### src/radio_core_pkg.sv
// shared slot counts, settings address map and sample types; imported by every radio core module
package radio_core_pkg;

   // ----------------------------------------
   // slot and channel counts
   localparam int NUM_DBOARDS             = 2;
   localparam int NUM_CHANNELS_PER_DBOARD = 2;     // rx channels per slot
   localparam int NUM_CHANNELS            = NUM_DBOARDS * NUM_CHANNELS_PER_DBOARD;

   // bus and pin widths
   localparam int SET_ADDR_W = 8;
   localparam int SET_DATA_W = 32;
   localparam int RB_DATA_W  = 64;                 // {high word, low word}
   localparam int GPIO_W     = 32;
   localparam int LED_W      = 3;                  // {rx, txrx_tx, txrx_rx}
   localparam int IQ_W       = 16;                 // one sample component

   typedef logic [SET_ADDR_W-1:0] set_addr_t;
   typedef logic [SET_DATA_W-1:0] set_data_t;
   typedef logic [RB_DATA_W-1:0]  rb_data_t;
   typedef logic [GPIO_W-1:0]     gpio_t;

   // i in the upper half, q in the lower
   typedef struct packed {
      logic [IQ_W-1:0] i;
      logic [IQ_W-1:0] q;
   } sample_t;

   // ----------------------------------------
   // settings address map, same for every slot
   localparam set_addr_t SR_DB_BASE        = 8'd160;
   localparam set_addr_t RB_DB_BASE        = 8'd16;
   localparam set_addr_t SR_TX_FE_BASE     = 8'd208;  // db base + 48
   localparam set_addr_t SR_RX_FE_BASE     = 8'd224;  // db base + 64
   localparam set_addr_t SR_FE_CHAN_OFFSET = 8'd16;

   // db_control offsets
   localparam set_addr_t SR_GPIO_IDLE = 8'd0;
   localparam set_addr_t SR_GPIO_RX   = 8'd1;
   localparam set_addr_t SR_GPIO_TX   = 8'd2;
   localparam set_addr_t SR_GPIO_FDX  = 8'd3;
   localparam set_addr_t SR_GPIO_DDR  = 8'd4;
   localparam set_addr_t SR_MISC_OUT  = 8'd5;

   localparam set_addr_t RB_GPIO_IN   = 8'd0;     // {misc in, gpio in}
   localparam set_addr_t RB_GPIO_OUT  = 8'd1;     // {gpio ddr, gpio out}

   // front-end offsets
   localparam set_addr_t SR_FE_OFFSET = 8'd0;
   localparam set_addr_t SR_FE_CTRL   = 8'd1;

endpackage

### src/fe_iq_corr.sv
// one channel of I/Q correction: dc offset subtract, optional swap and Q negate, one register
`timescale 1ns/10ps

module fe_iq_corr #(
   parameter radio_core_pkg::set_addr_t SR_BASE = radio_core_pkg::SR_RX_FE_BASE
) (
   input  logic                        radio_clk,
   input  logic                        i_rst_n,
   // settings bus, shared by the whole slot
   input  logic                        i_set_stb,
   input  radio_core_pkg::set_addr_t   i_set_addr,
   input  radio_core_pkg::set_data_t   i_set_data,
   // sample in and out
   input  logic                        i_stb,
   input  radio_core_pkg::sample_t     i_sample,
   output logic                        o_stb,
   output radio_core_pkg::sample_t     o_sample
);

   import radio_core_pkg::*;

   set_data_t       offset;   // {i offset, q offset}
   logic [1:0]      ctrl;     // bit 0 swap, bit 1 negate q

   logic [IQ_W-1:0] i_sub;
   logic [IQ_W-1:0] q_sub;
   sample_t         corr;

   // ----------------------------------------
   // settings decode
   always_ff @(posedge radio_clk)
   begin
      if (!i_rst_n)
      begin
         offset <= '0;
         ctrl   <= '0;
      end
      else if (i_set_stb)
      begin
         case (i_set_addr)
            SR_BASE + SR_FE_OFFSET : offset <= i_set_data;
            SR_BASE + SR_FE_CTRL   : ctrl   <= i_set_data[1:0];
            default                : ;
         endcase
      end
   end

   // ----------------------------------------
   // correction, all mod 2^16
   assign i_sub = i_sample.i - offset[2*IQ_W-1:IQ_W];
   assign q_sub = i_sample.q - offset[IQ_W-1:0];

   always_comb
   begin
      if (ctrl[0])
      begin
         corr.i = q_sub;   // swap first
         corr.q = i_sub;
      end
      else
      begin
         corr.i = i_sub;
         corr.q = q_sub;
      end
      if (ctrl[1])
         corr.q = -corr.q;   // negate after swap
   end

   // output stage, strobe follows input by one cycle
   always_ff @(posedge radio_clk)
   begin
      if (!i_rst_n)
      begin
         o_stb    <= 1'b0;
         o_sample <= '0;
      end
      else
      begin
         o_stb <= i_stb;
         if (i_stb)
            o_sample <= corr;   // hold last value between strobes
      end
   end

endmodule

### src/db_control.sv
// daughterboard control for one slot: settings registers, ATR GPIO select, LEDs and readback
`timescale 1ns/10ps

module db_control (
   input  logic                                radio_clk,
   input  logic                                i_rst_n,
   // settings bus
   input  logic                                i_set_stb,
   input  radio_core_pkg::set_addr_t           i_set_addr,
   input  radio_core_pkg::set_data_t           i_set_data,
   // readback bus
   input  logic                                i_rb_stb,
   input  radio_core_pkg::set_addr_t           i_rb_addr,
   output radio_core_pkg::rb_data_t            o_rb_data,
   // slot run state, already or'ed over channels
   input  logic                                i_run_rx,
   input  logic                                i_run_tx,
   // daughterboard pins
   input  radio_core_pkg::gpio_t               i_db_gpio_in,
   input  radio_core_pkg::set_data_t           i_misc_in,
   output radio_core_pkg::gpio_t               o_db_gpio_out,
   output radio_core_pkg::gpio_t               o_db_gpio_ddr,
   output logic [radio_core_pkg::LED_W-1:0]    o_radio_led,
   output radio_core_pkg::set_data_t           o_misc_out
);

   import radio_core_pkg::*;

   gpio_t gpio_idle;   // atr words, one per state
   gpio_t gpio_rx;
   gpio_t gpio_tx;
   gpio_t gpio_fdx;

   logic [1:0] atr_state;

   assign atr_state = {i_run_tx, i_run_rx};

   // ----------------------------------------
   // settings registers
   always_ff @(posedge radio_clk)
   begin
      if (!i_rst_n)
      begin
         gpio_idle     <= '0;
         gpio_rx       <= '0;
         gpio_tx       <= '0;
         gpio_fdx      <= '0;
         o_db_gpio_ddr <= '0;
         o_misc_out    <= '0;
      end
      else if (i_set_stb)
      begin
         case (i_set_addr)                          // other addresses belong to the front ends
            SR_DB_BASE + SR_GPIO_IDLE : gpio_idle     <= i_set_data;
            SR_DB_BASE + SR_GPIO_RX   : gpio_rx       <= i_set_data;
            SR_DB_BASE + SR_GPIO_TX   : gpio_tx       <= i_set_data;
            SR_DB_BASE + SR_GPIO_FDX  : gpio_fdx      <= i_set_data;
            SR_DB_BASE + SR_GPIO_DDR  : o_db_gpio_ddr <= i_set_data;  // straight to pins
            SR_DB_BASE + SR_MISC_OUT  : o_misc_out    <= i_set_data;
            default                   : ;
         endcase
      end
   end

   // ----------------------------------------
   // atr select and leds
   always_ff @(posedge radio_clk)
   begin
      if (!i_rst_n)
      begin
         o_db_gpio_out <= '0;
         o_radio_led   <= '0;
      end
      else
      begin
         case (atr_state)
            2'b00   : o_db_gpio_out <= gpio_idle;
            2'b01   : o_db_gpio_out <= gpio_rx;
            2'b10   : o_db_gpio_out <= gpio_tx;
            default : o_db_gpio_out <= gpio_fdx;   // both running
         endcase
         // rx led, tx/rx port in tx, tx/rx port in rx
         o_radio_led <= {i_run_rx, i_run_tx, i_run_rx & ~i_run_tx};
      end
   end

   // ----------------------------------------
   // readback, held until next strobe
   always_ff @(posedge radio_clk)
   begin
      if (!i_rst_n)
         o_rb_data <= '0;
      else if (i_rb_stb)
      begin
         case (i_rb_addr)
            RB_DB_BASE + RB_GPIO_IN  : o_rb_data <= {i_misc_in, i_db_gpio_in};
            RB_DB_BASE + RB_GPIO_OUT : o_rb_data <= {o_db_gpio_ddr, o_db_gpio_out};
            default                  : o_rb_data <= '0;   // unmapped reads as zero
         endcase
      end
   end

endmodule

### src/radio_core.sv
// radio-side core for all daughterboard slots: db control plus rx/tx front ends per slot
`timescale 1ns/10ps

module radio_core (
   input  logic                                                       radio_clk,
   input  logic                                                       i_rst_n,
   // settings and readback, one bus per slot
   input  logic [radio_core_pkg::NUM_DBOARDS-1:0]                     i_set_stb,
   input  radio_core_pkg::set_addr_t [radio_core_pkg::NUM_DBOARDS-1:0] i_set_addr,
   input  radio_core_pkg::set_data_t [radio_core_pkg::NUM_DBOARDS-1:0] i_set_data,
   input  logic [radio_core_pkg::NUM_DBOARDS-1:0]                     i_rb_stb,
   input  radio_core_pkg::set_addr_t [radio_core_pkg::NUM_DBOARDS-1:0] i_rb_addr,
   output radio_core_pkg::rb_data_t  [radio_core_pkg::NUM_DBOARDS-1:0] o_rb_data,
   // adc / dac samples per slot
   input  radio_core_pkg::sample_t   [radio_core_pkg::NUM_DBOARDS-1:0] i_rx,
   input  logic [radio_core_pkg::NUM_DBOARDS-1:0]                     i_rx_stb,
   input  radio_core_pkg::sample_t   [radio_core_pkg::NUM_DBOARDS-1:0] i_tx_data,
   output radio_core_pkg::sample_t   [radio_core_pkg::NUM_DBOARDS-1:0] o_tx,
   // per channel
   input  logic [radio_core_pkg::NUM_CHANNELS-1:0]                    i_rx_running,
   input  logic [radio_core_pkg::NUM_CHANNELS-1:0]                    i_tx_running,
   output radio_core_pkg::sample_t   [radio_core_pkg::NUM_CHANNELS-1:0] o_rx_data,
   output logic [radio_core_pkg::NUM_CHANNELS-1:0]                    o_rx_stb,
   // daughterboard pins per slot
   input  radio_core_pkg::gpio_t     [radio_core_pkg::NUM_DBOARDS-1:0] i_db_gpio_in,
   output radio_core_pkg::gpio_t     [radio_core_pkg::NUM_DBOARDS-1:0] o_db_gpio_out,
   output radio_core_pkg::gpio_t     [radio_core_pkg::NUM_DBOARDS-1:0] o_db_gpio_ddr,
   output logic [radio_core_pkg::NUM_DBOARDS-1:0][radio_core_pkg::LED_W-1:0] o_radio_led,
   input  radio_core_pkg::set_data_t [radio_core_pkg::NUM_DBOARDS-1:0] i_misc_in,
   output radio_core_pkg::set_data_t [radio_core_pkg::NUM_DBOARDS-1:0] o_misc_out
);

   import radio_core_pkg::*;

   set_data_t [NUM_DBOARDS-1:0]  misc_in_r;    // registered misc in, seen by readback
   set_data_t [NUM_DBOARDS-1:0]  misc_out_db;  // misc word from db_control
   logic      [NUM_DBOARDS-1:0]  run_rx;       // slot atr state
   logic      [NUM_DBOARDS-1:0]  run_tx;
   sample_t   [NUM_CHANNELS-1:0] rx_fan;       // slot sample copied per channel
   logic      [NUM_CHANNELS-1:0] rx_stb_fan;

   // ----------------------------------------
   // per-slot logic
   for (genvar s = 0; s < NUM_DBOARDS; s++)
   begin : g_slot

      // one db_control per slot, so channels share the atr state
      assign run_rx[s] = |i_rx_running[s*NUM_CHANNELS_PER_DBOARD +: NUM_CHANNELS_PER_DBOARD];
      assign run_tx[s] = |i_tx_running[s*NUM_CHANNELS_PER_DBOARD +: NUM_CHANNELS_PER_DBOARD];

      // misc words, one register each way
      always_ff @(posedge radio_clk)
      begin
         if (!i_rst_n)
         begin
            misc_in_r[s]  <= '0;
            o_misc_out[s] <= '0;
         end
         else
         begin
            misc_in_r[s]  <= i_misc_in[s];
            o_misc_out[s] <= misc_out_db[s];   // second cycle of misc out latency
         end
      end

      db_control u_db_control (
         .radio_clk     (radio_clk),
         .i_rst_n       (i_rst_n),
         .i_set_stb     (i_set_stb[s]),
         .i_set_addr    (i_set_addr[s]),
         .i_set_data    (i_set_data[s]),
         .i_rb_stb      (i_rb_stb[s]),
         .i_rb_addr     (i_rb_addr[s]),
         .o_rb_data     (o_rb_data[s]),
         .i_run_rx      (run_rx[s]),
         .i_run_tx      (run_tx[s]),
         .i_db_gpio_in  (i_db_gpio_in[s]),
         .i_misc_in     (misc_in_r[s]),
         .o_db_gpio_out (o_db_gpio_out[s]),
         .o_db_gpio_ddr (o_db_gpio_ddr[s]),
         .o_radio_led   (o_radio_led[s]),
         .o_misc_out    (misc_out_db[s])
      );

      // tx channel 0 only, channel 1 never reaches a pin
      fe_iq_corr #(
         .SR_BASE (SR_TX_FE_BASE)
      ) u_tx_fe (
         .radio_clk  (radio_clk),
         .i_rst_n    (i_rst_n),
         .i_set_stb  (i_set_stb[s]),
         .i_set_addr (i_set_addr[s]),
         .i_set_data (i_set_data[s]),
         .i_stb      (1'b1),            // dac data always valid
         .i_sample   (i_tx_data[s]),
         .o_stb      (),
         .o_sample   (o_tx[s])
      );

      // ----------------------------------------
      // rx channels of this slot
      for (genvar c = 0; c < NUM_CHANNELS_PER_DBOARD; c++)
      begin : g_chan

         // both channels see the same adc sample
         assign rx_fan[s*NUM_CHANNELS_PER_DBOARD + c]     = i_rx[s];
         assign rx_stb_fan[s*NUM_CHANNELS_PER_DBOARD + c] = i_rx_stb[s];

         fe_iq_corr #(
            .SR_BASE (set_addr_t'(SR_RX_FE_BASE + c*SR_FE_CHAN_OFFSET))
         ) u_rx_fe (
            .radio_clk  (radio_clk),
            .i_rst_n    (i_rst_n),
            .i_set_stb  (i_set_stb[s]),
            .i_set_addr (i_set_addr[s]),
            .i_set_data (i_set_data[s]),
            .i_stb      (rx_stb_fan[s*NUM_CHANNELS_PER_DBOARD + c]),
            .i_sample   (rx_fan[s*NUM_CHANNELS_PER_DBOARD + c]),
            .o_stb      (o_rx_stb[s*NUM_CHANNELS_PER_DBOARD + c]),
            .o_sample   (o_rx_data[s*NUM_CHANNELS_PER_DBOARD + c])
         );
      end
   end

endmodule

### config.mk
export PLATFORM = sky130hd
export DESIGN_NAME = radio_core
export DESIGN_NICKNAME = d
export VERILOG_FILES = /design/src/radio_core_pkg.sv /design/src/fe_iq_corr.sv /design/src/db_control.sv /design/src/radio_core.sv
export SDC_FILE = /design/constraint.sdc
export NUM_CORES = 2
export LEC_CHECK = 0
export BUFFER_PORTS_ARGS = -buffer_cell sky130_fd_sc_hd__clkbuf_2
export CELL_PAD_IN_SITES_DETAIL_PLACEMENT = 1
export CELL_PAD_IN_SITES_GLOBAL_PLACEMENT = 2
export CORE_MARGIN = 2
export CORE_UTILIZATION = 30
export DETAILED_ROUTE_END_ITERATION = 12
export HOLD_SLACK_MARGIN = 0.05
export PLACE_DENSITY_LB_ADDON = 0.1
export RECOVER_POWER = 25
export REMOVE_ABC_BUFFERS = 1
export SYNTH_ARGS = -nofsm -noshare
export SYNTH_HDL_FRONTEND = slang
export SYNTH_SLANG_ARGS = --single-unit
### constraint.sdc
create_clock -name radio_clk -period 3.5 [get_ports radio_clk]
set_clock_uncertainty 0.15 [all_clocks]
set_input_delay 0.525 -clock radio_clk [delete_from_list [all_inputs] [get_ports radio_clk]]
set_output_delay 0.525 -clock radio_clk [all_outputs]
set_load 0.005 [all_outputs]
==> flow_metrics.py <==
metrics = {
    "sta": {
        "max_freq_ghz": 0.279,
        "layout_min_cycle_time_ps": 3590,
        "finalHoldViolations": 0,
        "setup_slack_ps": -87.8,
        "fin_crit_sh_pct": 103,
        "tns_ps": -281,
        "slew_headroom_pct": -56.3,
        "setup_violations": 7,
        "worstMarginPinSlew_ps": 2340,
        "rsz0062_at_grt": "true",
        "slew_violations": 51,
    },
    "pwr": {
        "finalPower_mw": 31.2,
        "power.internal_mw": 22.9,
        "irDropWorstVdd_uv": 403,
        "combPwrFrac_pct": 13.3,
        "p_switching_mw": 8.35,
        "leakagePower_nw": 28.0,
        "seq_power_share_pct": 41.6,
        "swShare_pct": 26.7,
        "clockPowerShare_pct": 45.1,
        "cellPowerDensity_mw_per_mm2": 443,
    },
    "clocking": {
        "cts_buffers": 137,
        "clock_latency_ps": 780,
        "cts_buffer_depth": 3,
        "cts_sinks": 1108,
        "clockRootBuffer": "clkbuf_16",
        "path_clk_slew_ps": 60,
        "cts_tree": "built",
        "cts_max_level": 4,
    },
    "die": {
        "die_w_um": 424,
        "ios": 890,
        "rows": 153,
        "die_h_um": 424,
        "dieArea_mm2": 0.179,
        "initial_core_util_pct": 30.3,
        "core_mm2": 0.174,
    },
    "synthesis": {
        "synth_ff_type": "dfxtp_1",
        "synth_cell_types": 105,
        "netlist_area_mm2": 0.0528,
        "synth_cells": 6511,
        "seq_area_frac_synth_pct": 42.0,
        "synth_edf_count": 0,
        "ys_warn_count": 0,
        "synth-seq-cells": 1108,
        "synthArstFlopShare_pct": 0,
        "avgSynthCellArea_um2": 8.11,
    },
    "worst_setup_path": {
        "worstSetupStartpointType": "flop",
        "crit_top_cell": "buf_4",
        "slowest_delay_ps": 430,
        "required_ps": 4000,
        "crit_arrival_ps": 4090,
        "critPathSlowestCell": "fa_2",
        "endpoint_kind": "flop",
        "crit_type": "reg -> reg",
        "cp_top_family": "compound AO/OA/AOI/OAI gates",
        "cp_cell_sequence": "ha_4 -> inv_2 -> fa_2 -> a211oi_4 -> buf_4 -> o21ai_1 -> a31oi_1 -> buf_4 -> o21ai_2 -> xor2_1 -> mux2i_1 -> buf_4 -> nand4_1 -> nor4_4 -> buf_4 -> a311o_1 -> o211ai_1",
        "cp_max_fo": 4,
        "path_buf_inv": 5,
    },
    "status": {
        "status": "finished with violations",
        "violations": "max-capacitance violations, max-slew violations, negative setup slack",
    },
    "route": {
        "wl_met3_mm": 7.46,
        "num_vias": 50900,
        "drc_errors": 0,
        "via_per_inst": 4.97,
        "maxUsedRoutingLayer": "met5",
        "wl_met1_mm": 95.8,
        "drt-wirelength-per-cell_um": 22.9,
        "drt.antenna.violating_nets": 0,
        "wl_met2_mm": 120,
        "routed_wl_mm": 234,
        "drt_iter0_markers": 2421,
        "firstDrtPassIters": 6,
    },
    "global_routing": {
        "first_global_vias": 52000,
        "grtUsageTotal_pct": 25.1,
        "grt_pass1_wl_mm": 340,
        "grt_max_degree": 82,
        "antenna_found_initial": 21,
        "grt_overflow": 0,
    },
    "cells_and_area": {
        "fin_nets": 8379,
        "final_area_mm2": 0.0705,
        "layout-drive-gt1-share_pct": 25.7,
        "fin_cells": 10300,
        "syn_to_final_growth_pct": 33.4,
        "final_core_util_pct": 40.4,
    },
    "placed_design": {
        "port_buffers": 889,
        "place.gp.congestion": 0.902,
        "placed_area_mm2": 0.0629,
        "place.detailed.hpwl_mm": 170,
        "dp.cells": 9806,
    },
    "job": {
        "maxCapViolations": 1,
    },
    "hold_path": {
        "hold_path_class": "in -> reg",
    },
}
registers in the layout, summed over array words and instances, names as in the netlist, 4 cells and up:
name                               flops
g_slot.g_chan.u_rx_fe.o_sample       128
g_slot.g_chan.u_rx_fe.offset         128
g_slot.u_db_control.o_rb_data        128
g_slot.u_db_control.gpio_fdx          64
g_slot.u_db_control.gpio_idle         64
g_slot.u_db_control.gpio_rx           64
g_slot.u_db_control.gpio_tx           64
g_slot.u_db_control.o_db_gpio_ddr     64
g_slot.u_db_control.o_db_gpio_out     64
g_slot.u_db_control.o_misc_out        64
g_slot.u_tx_fe.o_sample               64
g_slot.u_tx_fe.offset                 64
misc_in_r                             64
o_misc_out                            64
g_slot.g_chan.u_rx_fe.ctrl             8
g_slot.u_db_control.o_radio_led        6
g_slot.u_tx_fe.ctrl                    4
synthesized netlist by cell type (15+ instances only):
cell      number  share of area (%)
nor4_1        20               0.24
nand2_1     1371                9.7
a211oi_1      65               0.92
o21ai_0      164                1.6
o211ai_1      15               0.21
xor2_1        76                1.3
nand4_1       22               0.26
nor2b_1       30               0.36
nand3_1       57               0.54
clkbuf_1     410                2.9
inv_1        251                1.8
mux4_2        64                2.7
xnor2_1      144                2.4
or2_2         22               0.26
nor3_1        69               0.65
o21a_1        52               0.74
and2_1       213                2.5
a311oi_1      15               0.25
dfxtp_1     1108                 42
ha_1         186                4.4
mux2_2        21               0.45
o31ai_1       23               0.33
mux2i_1      234                4.4
nor2_1       564                4.0
a21o_1        49               0.70
nand2b_1      20               0.24
or3_1         36               0.43
a31oi_1       38               0.45
a21oi_1      876                8.3
buf_1         30               0.21
worst min-delay path, stage by stage:
cell and delay, ps:
clkbuf_2 260, nand2_1 130, a21oi_1 60
layout make-up:
type | count | area, um2
fill | 20700 | 104000
sequential | 1108 | 22200
clock inverter | 40 | 465
clock buffer | 195 | 3880
tap | 2325 | 2910
antenna | 20 | 50.0
multi-input combinational | 4695 | 29300
timing repair buffer | 1615 | 10600
inverter | 256 | 971
power by group through the flow:
stage / sequential, mW / clock, mW / combinational, mW
2_1_floorplan: 13.2 / 0 / 1.72
3_3_place_gp: 13.3 / 0 / 3.77
3_5_place_dp: 13.3 / 0 / 3.81
4_1_cts: 13.0 / 14.5 / 4.03
5_1_grt: 13.0 / 15.0 / 4.50
6_report: 13.0 / 14.1 / 4.16
final timing paths:
path | from | depth (start not counted) | slack (ps) | to
min reg2reg | g_slot[1].u_db_control.o_misc_out[16]$_SDFFE_PN0P_ | 1 | 290 | o_misc_out[48]$_SDFF_PN0_
max reg2reg | g_slot[0].g_chan[0].u_rx_fe.offset[16]$_SDFFE_PN0P_ | 17 | -90 | g_slot[0].g_chan[0].u_rx_fe.o_sample[15]$_SDFFE_PN0P_
max | g_slot[0].g_chan[0].u_rx_fe.offset[16]$_SDFFE_PN0P_ | 17 | -90 | g_slot[0].g_chan[0].u_rx_fe.o_sample[15]$_SDFFE_PN0P_
min | i_set_data[51] | 3 | 100 | g_slot[1].g_chan[1].u_rx_fe.offset[19]$_SDFFE_PN0P_
what timing repair did:
item / in CTS / in global routing
buffers inserted: 15 / 31
gates cloned: 0 / 0
hold endpoints to repair: 179 / 0
pin swaps: 44 / 122
setup endpoints to repair: 30 / 39
resized for setup: 98 / 172
hold buffers: 147 / 0
layout by cell type (no fill, tap or decap), drive strengths merged, types with 16 or more instances in the layout:
master       netlist  final
a21oi            878    878
diode              0     20
dfxtp           1108   1108
nor3              70     70
xor2              76     76
clkinv             2     30
mux4              64     64
buf               42    582
inv              254    259
nor2             565    565
nor4              22     22
a211oi            68     68
a31oi             39     39
or3               38     38
nor2b             30     30
nand3             57     57
and2             213    213
xnor2            144    144
o211ai            16     16
nand4             22     22
a21o              50     50
o21ai            173    173
nand2b            20     20
o21a              52     52
clkbuf           410   1081
ha               186    186
o31ai             24     24
mux2              24     24
mux2i            234    234
or2               24     24
dlygate4sd3        0    146
nand2           1371   1371
per-stage QoR:
step / setup WS, ps / hold slack, ps
2_1_floorplan: -4660 / 279
3_3_place_gp: -740 / 285
3_5_place_dp: -785 / 292
4_1_cts: -137 / 50.5
5_1_grt: -285 / 64.9
6_report: -87.8 / 97.6
cell families (layout without fill, tap and decap cells):
logic type / count (synthesis) / after routing / share of synthesized area (%)
AND/OR/NAND/NOR: 2487 / 2487 / 20.2
AO/OA/AOI/OAI: 1468 / 1468 / 16.5
flip-flops: 1108 / 1108 / 42.0
buffers and inverters: 708 / 2106 / 5.08
multiplexers: 322 / 322 / 7.69
XOR/XNOR: 220 / 220 / 3.65
adder cells (fa/ha/maj): 198 / 198 / 4.86
other: 0 / 20 / 0
routing by layer:
metal / vias to the layer above / track usage, %
met5: - / 0
met4: 6 / 11.4
met3: 342 / 3.41
met2: 910 / 45.6
met1: 25100 / 29.1
li1: 24600 / -
Note: power is estimated with default switching activity, not from simulation.
